## config.mk

```make
export PLATFORM = sky130hd
export DESIGN_NAME = memCtrl
export DESIGN_NICKNAME = d
export VERILOG_FILES = /design/src/hw/memBusPkg.sv /design/src/hw/memCtrlPkg.sv /design/src/hw/addrSequencer.sv /design/src/hw/byteCounter.sv /design/src/hw/loadAssembler.sv /design/src/hw/memArbFsm.sv /design/src/hw/memCtrl.sv
export SDC_FILE = /design/constraint.sdc
export NUM_CORES = 1
export LEC_CHECK = 0
export BUFFER_PORTS_ARGS = -buffer_cell sky130_fd_sc_hd__buf_4
export CAP_MARGIN = 5
export CORE_MARGIN = 8
export CORE_UTILIZATION = 41
export CTS_BUF_LIST = sky130_fd_sc_hd__clkbuf_4 sky130_fd_sc_hd__clkbuf_8 sky130_fd_sc_hd__clkbuf_16
export DETAILED_ROUTE_END_ITERATION = 12
export GPL_ROUTABILITY_DRIVEN = 0
export GPL_TIMING_DRIVEN = 1
export PLACE_DENSITY = 0.68
export REMOVE_ABC_BUFFERS = 1
export SYNTH_ARGS = -nofsm -noshare
export SYNTH_HDL_FRONTEND = slang
export SYNTH_HIERARCHICAL = 1
export SYNTH_SLANG_ARGS = --single-unit
```

## constraint.sdc

```tcl
create_clock -name clk -period 5.4 [get_ports clk]
set_input_delay 0.54 -clock clk [delete_from_list [all_inputs] [get_ports clk]]
set_output_delay 0.54 -clock clk [all_outputs]
set_load 0.005 [all_outputs]
```

## src/hw/memBusPkg.sv

```systemverilog
package memBusPkg;

    // byte-wide RAM with 128 KiB of address space
    localparam int addrW = 17;
    localparam int wordW = 32;
    localparam int byteW = 8;

    // instructions are always a full word
    localparam int fetchLen = 4;

    typedef logic [addrW-1:0] memAddr;
    typedef logic [byteW-1:0] memByte;
    typedef logic [wordW-1:0] memWord;

    // transfer length in bytes, only 1, 2 or 4 are legal
    typedef logic [2:0] byteLen;

    // byte lane within a word
    typedef logic [1:0] byteIdx;

endpackage

```

## src/hw/memCtrlPkg.sv

```systemverilog
package memCtrlPkg;

    import memBusPkg::*;

    typedef enum logic [1:0] {
        stIdle,
        stFetch,
        stLoad,
        stStore
    } arbState;

    // instruction fetch side
    typedef struct packed {
        logic   valid;
        memAddr addr;
    } fetchReq;

    typedef struct packed {
        logic   done;
        memWord inst;
    } fetchRsp;

    // load/store side
    typedef struct packed {
        logic   valid;
        logic   isStore;
        byteLen len;
        memAddr addr;
        memWord wdata;
    } dataReq;

    typedef struct packed {
        logic   done;
        memWord rdata;
    } dataRsp;

    // toward the byte RAM, read data returns one cycle later
    typedef struct packed {
        logic   we;
        memAddr addr;
        memByte wdata;
    } ramBus;

endpackage
```

## src/hw/addrSequencer.sv

```systemverilog
`timescale 1ns/10ps

module addrSequencer
    import memBusPkg::*;
    import memCtrlPkg::*;
(
    input  logic    clk,
    input  logic    rst,
    input  logic    accept,
    input  logic    issue,
    input  logic    isStore,
    input  fetchReq fetch,
    input  dataReq  data,
    input  byteIdx  issueIdx,
    output ramBus   ram
);

    memAddr baseAddr;
    memWord storeWord;

    always_ff @(posedge clk) begin
        if (rst) begin
            baseAddr <= '0;
        end else if (accept) begin
            // same priority as the arbiter
            baseAddr <= data.valid ? data.addr : fetch.addr;
        end
    end

    always_ff @(posedge clk) begin
        if (accept) begin
            storeWord <= data.wdata;
        end
    end

    // little-endian, byte 0 goes to the base address
    assign ram.addr  = baseAddr + memAddr'(issueIdx);
    assign ram.wdata = storeWord[byteW*issueIdx +: byteW];
    assign ram.we    = issue && isStore;

endmodule

```

## src/hw/byteCounter.sv

```systemverilog
`timescale 1ns/10ps

module byteCounter
    import memBusPkg::*;
(
    input  logic   clk,
    input  logic   rst,
    input  logic   clearCount,
    input  logic   issue,
    input  logic   capture,
    input  byteLen len,
    output byteIdx issueIdx,
    output byteIdx captureIdx,
    output logic   lastIssue,
    output logic   lastCapture
);

    // wide enough to reach 4 after the last byte
    byteLen issueCnt;
    byteLen captureCnt;

    always_ff @(posedge clk) begin
        if (rst || clearCount) begin
            issueCnt   <= '0;
            captureCnt <= '0;
        end else begin
            if (issue) begin
                issueCnt <= issueCnt + byteLen'(1);
            end
            if (capture) begin
                captureCnt <= captureCnt + byteLen'(1);
            end
        end
    end

    assign issueIdx    = issueCnt[1:0];
    assign captureIdx  = captureCnt[1:0];
    assign lastIssue   = (issueCnt == len - byteLen'(1));
    assign lastCapture = (captureCnt == len - byteLen'(1));

    captureBehindIssue: assert property (@(posedge clk) disable iff (rst)
        captureCnt <= issueCnt);

endmodule

```

## src/hw/loadAssembler.sv

```systemverilog
`timescale 1ns/10ps

module loadAssembler
    import memBusPkg::*;
(
    input  logic   clk,
    input  logic   rst,
    input  logic   clearCount,
    input  logic   capture,
    input  byteIdx captureIdx,
    input  byteLen len,
    input  memByte ramRdata,
    output memWord word
);

    memWord lanes;

    always_ff @(posedge clk) begin
        if (rst || clearCount) begin
            lanes <= '0;
        end else if (capture) begin
            lanes[byteW*captureIdx +: byteW] <= ramRdata;
        end
    end

    always_comb begin
        word = lanes;
        // final byte bypasses the register so done sees a full word
        if (capture) begin
            word[byteW*captureIdx +: byteW] = ramRdata;
        end
        // zero extend above the transfer length
        for (int i = 0; i < wordW / byteW; i++) begin
            if (i >= len) begin
                word[byteW*i +: byteW] = '0;
            end
        end
    end

endmodule

```

## src/hw/memArbFsm.sv

```systemverilog
`timescale 1ns/10ps

module memArbFsm
    import memBusPkg::*;
    import memCtrlPkg::*;
(
    input  logic    clk,
    input  logic    rst,
    input  logic    rdy,
    input  logic    ioBufferFull,
    input  fetchReq fetch,
    input  dataReq  data,
    input  logic    lastIssue,
    input  logic    lastCapture,
    output logic    accept,
    output logic    issue,
    output logic    capture,
    output logic    isStore,
    output byteLen  selLen,
    output logic    clearCount,
    output logic    fetchDone,
    output logic    dataDone
);

    arbState state;
    arbState stateNext;
    logic    pending;
    logic    readState;
    logic    lastReturn;
    logic    storeEnd;

    assign readState  = (state == stFetch) || (state == stLoad);
    assign isStore    = (state == stStore);
    assign clearCount = (state == stIdle);

    // a read issue always comes back one cycle later, stall or not
    assign capture    = pending;
    assign lastReturn = capture && lastCapture;

    assign accept = (state == stIdle) && rdy && (data.valid || fetch.valid);

    // no issue in the cycle the final byte returns
    always_comb begin
        issue = 1'b0;
        if (readState) begin
            issue = rdy && !lastReturn;
        end else if (isStore) begin
            issue = rdy && !ioBufferFull;
        end
    end

    assign storeEnd = isStore && issue && lastIssue;

    assign selLen = (state == stFetch) ? byteLen'(fetchLen) : data.len;

    always_comb begin
        stateNext = state;
        case (state)
            stIdle: begin
                // data port has priority
                if (accept && data.valid) begin
                    stateNext = data.isStore ? stStore : stLoad;
                end else if (accept) begin
                    stateNext = stFetch;
                end
            end
            stFetch, stLoad: begin
                if (lastReturn) begin
                    stateNext = stIdle;
                end
            end
            stStore: begin
                if (storeEnd) begin
                    stateNext = stIdle;
                end
            end
            default: stateNext = stIdle;
        endcase
    end

    always_ff @(posedge clk) begin
        if (rst) begin
            state   <= stIdle;
            pending <= 1'b0;
        end else begin
            state   <= stateNext;
            pending <= issue && readState;
        end
    end

    assign fetchDone = (state == stFetch) && lastReturn;
    assign dataDone  = ((state == stLoad) && lastReturn) || storeEnd;

    doneToRequester: assert property (@(posedge clk) disable iff (rst)
        (!fetchDone || fetch.valid) && (!dataDone || data.valid));

    noCaptureInIdle: assert property (@(posedge clk) disable iff (rst)
        (state == stIdle) |-> !capture);

endmodule

```

## src/hw/memCtrl.sv

```systemverilog
`timescale 1ns/10ps

module memCtrl
    import memBusPkg::*;
    import memCtrlPkg::*;
(
    input  logic    clk,
    input  logic    rst,
    input  logic    rdy,
    input  logic    ioBufferFull,
    input  fetchReq fetch,
    output fetchRsp fetchOut,
    input  dataReq  data,
    output dataRsp  dataOut,
    output ramBus   ram,
    input  memByte  ramRdata
);

    logic   accept;
    logic   issue;
    logic   capture;
    logic   isStore;
    logic   clearCount;
    logic   fetchDone;
    logic   dataDone;
    logic   lastIssue;
    logic   lastCapture;
    byteLen selLen;
    byteIdx issueIdx;
    byteIdx captureIdx;
    memWord word;

    memArbFsm i_arbFsm (
        .clk          (clk),
        .rst          (rst),
        .rdy          (rdy),
        .ioBufferFull (ioBufferFull),
        .fetch        (fetch),
        .data         (data),
        .lastIssue    (lastIssue),
        .lastCapture  (lastCapture),
        .accept       (accept),
        .issue        (issue),
        .capture      (capture),
        .isStore      (isStore),
        .selLen       (selLen),
        .clearCount   (clearCount),
        .fetchDone    (fetchDone),
        .dataDone     (dataDone)
    );

    byteCounter i_byteCounter (
        .clk         (clk),
        .rst         (rst),
        .clearCount  (clearCount),
        .issue       (issue),
        .capture     (capture),
        .len         (selLen),
        .issueIdx    (issueIdx),
        .captureIdx  (captureIdx),
        .lastIssue   (lastIssue),
        .lastCapture (lastCapture)
    );

    addrSequencer i_addrSeq (
        .clk      (clk),
        .rst      (rst),
        .accept   (accept),
        .issue    (issue),
        .isStore  (isStore),
        .fetch    (fetch),
        .data     (data),
        .issueIdx (issueIdx),
        .ram      (ram)
    );

    loadAssembler i_loadAsm (
        .clk        (clk),
        .rst        (rst),
        .clearCount (clearCount),
        .capture    (capture),
        .captureIdx (captureIdx),
        .len        (selLen),
        .ramRdata   (ramRdata),
        .word       (word)
    );

    // one assembled word serves both ports, done says whose it is
    assign fetchOut = '{done: fetchDone, inst: word};
    assign dataOut  = '{done: dataDone, rdata: word};

endmodule

```

==> reports/results.tsv, run 1 <==
metric	value	unit
final setup margin	1.79	ns
effective utilization at floorplan	41.8	%
most common cell after layout, fill and taps aside	buf_4	
Worst Setup End Kind	output pin	
Final Max Tran Viols	0	
Worst Setup Start Kind	flop	
pre-CTS setup slack	2.14	ns
die height	124	um
final setup vio count	0	
CTS H-tree lvls	3	
initial antenna violation count	0	
Peak supply drop	0.185	mV
Cell Area, Synth	4750	um^2
final hold slack	0.367	ns
Boundary Pins	176	
final WL	11.7	mm
Rows	39	
number of flops mapped to enable cells by yosys	32	
IO Port Bufs	175	
area grow syn2layout	29.0	%
global route total overflow	0	
most frequent cells in the layout	buf_4 (176), nor2_1 (84), dfxtp_1 (58), edfxtp_1 (32)	
drt pass-1 iters	4	
fmax	0.277	GHz
Post-CTS Resized	0	
largest net degree at the start of global routing	67	
Leak Pwr	2.61	nW
# Post-CTS Setup Buffers	0	
synth warn	6	
Sink Count	90	
RSZ-0062 raised after global routing	no	
Max FO, Critical Path	6	
Synth Instances	455	
Max Cap Viol	0	
residual DRC count	0	
Reg clk slew, reported paths	0.07	ns
layout cells sized above 1	39.8	%
vias per inst	5.14	
fin crit period	3.61	ns
core area	11400	um^2
first-pass GRT wire length	18.4	mm
Slew @ Worst Pin	0.953	ns
maximum root-to-sink buffer count	2	
Worst EP arrival	3.07	ns
Min-Delay Path Class	primary input to flop	
routed vias	3750	
Fin. Hold Viols	0	
Sum Neg Setup Slack	0	ns
vias in the first global route	3789	
sequential element share of the synthesized area	44.7	%
post-synth cell types	52	
Worst Path Required	4.86	ns
WL per Instance	16.1	um
Power Density	307	nW/um^2
clock root buffer	clkbuf_16	
peak per-stage delay on the critical path	0.38	ns
fin crit share	66.8	%
Slew headroom	36.0	%
nets@finish	680	
crit-path cells	inv_1 -> ha_1 -> nor2b_1 -> inv_1 -> ha_1 -> xor3_1 -> nor3_2 -> a21bo_2 -> a21boi_2 -> a31o_1 -> buf_4	
die width	124	um
Hold-fix buffers, CTS	0	
TritonCTS buffer count	9	
Final Skew	0.00574	ns
CTS tree	yes	
register bit total from synthesis	90	
antenna-violating nets left	0	
n_diodes	0	
status	finished clean	
Mapped Avg Cell Area	10.4	um^2
critical setup path kind	flop to output pin	
total die area	15300	um^2
1st-iter DRT viols	188	
asr flop ratio synth	0	%
slowest stage cell, crit path	dfxtp_1	
Most used DFF post-synth	dfxtp_1	
total track usage	15.2	%
clk_lat worst skew	0.34	ns
Post-DP HPWL	9.03	mm
cells in the mapped netlist (9+ instances only):
master / number / area, um^2
dfxtp_1: 58 / 1160
nor2_1: 85 / 319
a211oi_1: 17 / 128
edfxtp_1: 32 / 961
ha_1: 14 / 175
a32oi_1: 21 / 184
xnor2_1: 17 / 149
mux2i_1: 21 / 210
clkbuf_1: 10 / 37.5
buf_4: 41 / 308
inv_1: 13 / 48.8
nor2b_1: 16 / 100
nand2_1: 9 / 33.8
critical path, delay by kind of cell (launching register included):
kind / cells / cell delay, ns
flip-flops: 1 / 0.38
AND/OR/NAND/NOR: 2 / 0.63
buffers and inverters: 3 / 0.29
adder cells (fa/ha/maj): 2 / 0.49
XOR/XNOR: 1 / 0.37
AO/OA/AOI/OAI: 3 / 0.55
path summary, 6_finish.rpt:
path	start	slack [ns]	cells past startpoint	to
max reg2reg	i_arbFsm/state[1]	2.53	11	i_arbFsm/state[0]
max	i_arbFsm/state[1]	1.79	11	dataOut[32]
min reg2reg	i_loadAsm/lanes[10]	0.49	2	i_loadAsm/lanes[10]
min	data[15]	0.37	1	i_addrSeq/storeWord[15]
layout make-up:
cell class,count,area (um^2)
clock buffer,9,225
clock inverter,7,60.1
fill,1028,5250
inverter,13,48.8
multi-input combinational,291,2170
sequential,90,2120
tap,143,179
timing repair buffer,176,1320
kinds of logic after synthesis:
logic type                 Yosys count  share of synthesized area [%]
and+or+nand+nor                    162                           17.4
buffers and inverters               74                           9.83
DFF                                 90                           44.7
adders and majority gates           15                           4.11
muxes                               29                           8.22
AOI/OAI and AO/OA                   62                           10.9
xor gates and xnor gates            23                           4.87
through the flow:
stage | total power, mW | area [um^2] | std cells | util, %
finish | 1.88 | 6120 | 729 | 53.9
CTS | 1.91 | 6120 | 729 | 53.9
global placement | 1.29 | 5840 | 713 | 51.4
floorplan | 1.10 | 4330 | 394 | -
detailed placement | 1.30 | 5840 | 713 | 51.4
global route | 1.98 | 6120 | 729 | 53.9
where the power goes:
part	leakage [nW]	total, mW	internal, mW	switching, mW
Combinational	1.69	0.452	0.222	0.230
Clock	0.143	0.602	0.321	0.281
Sequential	0.773	0.829	0.778	0.0505
per-layer routing:
layer  part of all wire, %  up-vias  wire [um]  GRT usage [%]
li1                      -     1835          -              -
met1                    44     1743       5110           18.9
met2                    44      152       5210           23.4
met3                   9.8       20       1150           4.76
met4                   2.1        0        245           7.45
met5                     0        -          0              0
state kept, by name, summed over array words and instances (netlist names):
register	cells
i_byteCounter/captureCnt	3
i_arbFsm/state	2
i_arbFsm/capture	1
i_byteCounter/issueCnt	3
i_addrSeq/storeWord	32
i_loadAsm/lanes	32
i_addrSeq/baseAddr	17
(Power assumes the default switching activity.)
==> inputs of run 2 (changes only) <==
- ABC_AREA: default -> 1
- clock period: 5.4 -> 3.4 ns (I/O delays scaled with it)
==> reports/results.tsv, run 2 <==
metric	value	unit	change
synth warn	6		unchanged
Critical R2R Capture	i_arbFsm/state[1]		was i_arbFsm/state[0]
largest net degree at the start of global routing	33		was 67
fin crit period	3.08	ns	
global route total overflow	0		unchanged
Rows	40		was 39
Reg clk slew, reported paths	0.07	ns	about the same
Final Max Tran Viols	0		unchanged
final hold slack	0.173	ns	was 0.367 ns
Final Util	54.2	%	was 53.9%
Top delay family on crit path	simple AND/OR/NAND/NOR gates		unchanged
vias per inst	4.90		was 5.14
effective utilization at floorplan	41.7	%	was 41.8%
largest registers	i_addrSeq/storeWord (32), i_loadAsm/lanes (32), i_addrSeq/baseAddr (17)		unchanged
Fin. Hold Viols	0		unchanged
core area	12000	um^2	was 11400 um^2
Most used DFF post-synth	dfxtp_1		unchanged
Final Skew	0.00728	ns	was 0.00574 ns
post-synth cell types	28		was 52
Slew headroom	49.3	%	was 36.0%
total die area	16000	um^2	was 15300 um^2
area of the multi-input gates	2230	um^2	was 2170 um^2
Setup crit start	i_arbFsm/state[1]		unchanged
Post-CTS Resized	0		unchanged
Synth area leaders	dfxtp_1 (23%), edfxtp_1 (19%), nand2_1 (14%), a21oi_1 (7.2%), buf_4 (6.2%)		was dfxtp_1 (24%), edfxtp_1 (20%), nor2_1 (6.7%), buf_4 (6.5%), mux2i_1 (4.4%)
Sum Neg Setup Slack	0	ns	unchanged
Post-DP HPWL	10.9	mm	was 9.03 mm
sequential element share of the synthesized area	42.5	%	was 44.7%
drt pass-1 iters	5		was 4
CTS tree	yes		unchanged
Synth Instances	674		was 455
routed vias	4712		was 3750
Boundary Pins	176		unchanged
Hold-fix buffers, CTS	0		unchanged
vias in the first global route	4738		was 3789
area leader, netlist	dfxtp_1		unchanged
most frequent cells in the layout	nand2_1 (184), buf_4 (180), a21oi_1 (72), inv_1 (71), nor2_1 (67)		was buf_4 (176), nor2_1 (84), dfxtp_1 (58), edfxtp_1 (32)
maximum root-to-sink buffer count	2		unchanged
die height	126	um	was 124 um
die width	126	um	was 124 um
crit path capture	dataOut[32]		unchanged
worst-case reg-to-reg path depth	17		was 11
n_diodes	0		unchanged
IO Port Bufs	175		unchanged
list of most frequent post-synthesis cells	nand2_1 (184), a21oi_1 (72), inv_1 (71), nor2_1 (69), dfxtp_1 (58)		was nor2_1 (85), dfxtp_1 (58), buf_4 (41), edfxtp_1 (32)
slowest stage cell, crit path	dfxtp_1		unchanged
Worst Setup End Kind	output pin		unchanged
Sink Count	90		unchanged
area grow syn2layout	29.9	%	was 29.0%
Leak Pwr	2.97	nW	was 2.61 nW
# fillers	1128		was 1028
final WL	13.9	mm	was 11.7 mm
Max FO, Critical Path	6		unchanged
register bit total from synthesis	90		unchanged
residual DRC count	0		unchanged
Mapped Avg Cell Area	7.41	um^2	was 10.4 um^2
Max Cap Viol	0		unchanged
peak per-stage delay on the critical path	0.37	ns	was 0.38 ns
clk_lat worst skew	0.34	ns	about the same
most common cell after layout, fill and taps aside	nand2_1		was buf_4
final setup vio count	0		unchanged
worst path bufs/invs	4		was 3
WL per Instance	14.5	um	was 16.1 um
initial antenna violation count	0		unchanged
TritonCTS buffer count	9		unchanged
RSZ-0062 raised after global routing	no		unchanged
Worst EP arrival	2.74	ns	was 3.07 ns
# Post-CTS Setup Buffers	0		unchanged
first-pass GRT wire length	22.6	mm	was 18.4 mm
nets@finish	909		was 680
worst r2r src	i_arbFsm/state[1]		unchanged
Slew @ Worst Pin	0.760	ns	was 0.953 ns
flop-to-flop setup slack	0.82	ns	was 2.53 ns
share of the synthesized area in the top cell type	23.3	%	was 24.4%
antenna-violating nets left	0		unchanged
clock root buffer	clkbuf_16		unchanged
layout cells sized above 1	27.0	%	was 39.8%
Peak supply drop	0.308	mV	was 0.185 mV
total track usage	17.1	%	was 15.2%
worst hold start	data[27]		was data[15]
1st-iter DRT viols	297		was 188
crit-path cells	inv_1 -> ha_1 -> nor2_4 -> inv_1 -> ha_1 -> nand2_1 -> inv_1 -> nor2_1 -> nand2_1 -> nor2_1 -> nand2_1 -> nand3_1 -> nand2_2 -> nand2_2 -> nand2_1 -> buf_4		was inv_1 -> ha_1 -> nor2b_1 -> inv_1 -> ha_1 -> xor3_1 -> nor3_2 -> a21bo_2 -> a21boi_2 -> a31o_1 -> buf_4
Cell Area, Synth	4990	um^2	was 4750 um^2
CTS H-tree lvls	3		unchanged
status	finished clean		unchanged
Min-Delay Path Class	primary input to flop		unchanged
Power Density	529	nW/um^2	was 307 nW/um^2
Seq. cell area	2120	um^2	unchanged
asr flop ratio synth	0	%	unchanged
critical setup path kind	flop to output pin		unchanged
fin crit share	90.6	%	
number of flops mapped to enable cells by yosys	32		unchanged
Worst Setup Start Kind	flop		unchanged
Worst path depth	16		was 11
Worst Path Required	3.06	ns	was 4.86 ns
fmax	0.325	GHz	
most numerous cell in the Yosys netlist	nand2_1		was nor2_1
Worst path most repeated cell	nand2_1		
[run 2: cell types whose count changed after synthesis, moves of 9 or more]
| cell | previous run | this run |
|---|---|---|
| a211oi_1 | 17 | 0 |
| a21oi_1 | 4 | 72 |
| a32oi_1 | 21 | 0 |
| inv_1 | 13 | 71 |
| mux2i_1 | 21 | 0 |
| nand2_1 | 9 | 184 |
| nand2_2 | 1 | 10 |
| nand3_1 | 7 | 32 |
| nor2_1 | 85 | 69 |
| nor2b_1 | 16 | 0 |
| o211ai_1 | 0 | 17 |
| o21ai_0 | 1 | 19 |
| xnor2_1 | 17 | 6 |
[run 2: how the worst min path moves through the flow]
stage | depth (start not counted) | endpoint | slack, ns
final | 1 | i_addrSeq/storeWord[27] | 0.17
after global routing | 1 | i_addrSeq/storeWord[27] | 0.16
after CTS | 1 | i_addrSeq/storeWord[27] | 0.16
after detailed placement | 2 | i_loadAsm/lanes[0] | 0.47
after global placement | 2 | i_loadAsm/lanes[30] | 0.46
after floorplan | 1 | i_arbFsm/capture | 0.41
[run 2: power by group]
part	leakage (nW)	total (mW)	internal, mW	switching (mW)
Clock	0.152	1.06	0.643	0.418
Combinational	2.05	1.02	0.411	0.608
Sequential	0.771	1.35	1.26	0.0886
Total	2.97	3.43	2.31	1.12
[run 2: area by class of cell]
class | count | area share (%)
multi-input combinational | 453 | 34.3
tap | 147 | 2.84
clock buffer | 9 | 3.47
clock inverter | 7 | 1.43
inverter | 76 | 4.40
sequential | 90 | 32.7
timing repair buffer | 180 | 20.8
[run 2: kinds of logic (layout without fill, tap and decap cells)]
logic type | Yosys count | after routing | share of synthesized area, %
simple gates | 309 | 309 | 25.7
fa+ha+maj | 15 | 15 | 3.91
flops | 90 | 90 | 42.5
buf+inv | 131 | 272 | 13.2
compound gates | 121 | 121 | 13.3
xor+xnor | 8 | 8 | 1.40
[run 2: per-layer routing]
layer,up-vias,track usage (%),share of wire (%)
met5,-,0,0
met4,0,4.74,1.1
met3,15,5.74,8.3
met2,167,28.9,48
met1,2113,20.2,43
li1,2417,-,-
[run 2: per-stage QoR]
stage	cell area (um^2)	cells	total power, mW	worst slack [ns]
2_1_floorplan	4620	619	1.95	0.563
3_3_place_gp	6160	946	2.35	0.782
3_5_place_dp	6160	946	2.38	0.615
4_1_cts	6480	962	3.46	0.224
5_1_grt	6490	962	3.64	0.000261
6_report	6490	962	3.43	0.319
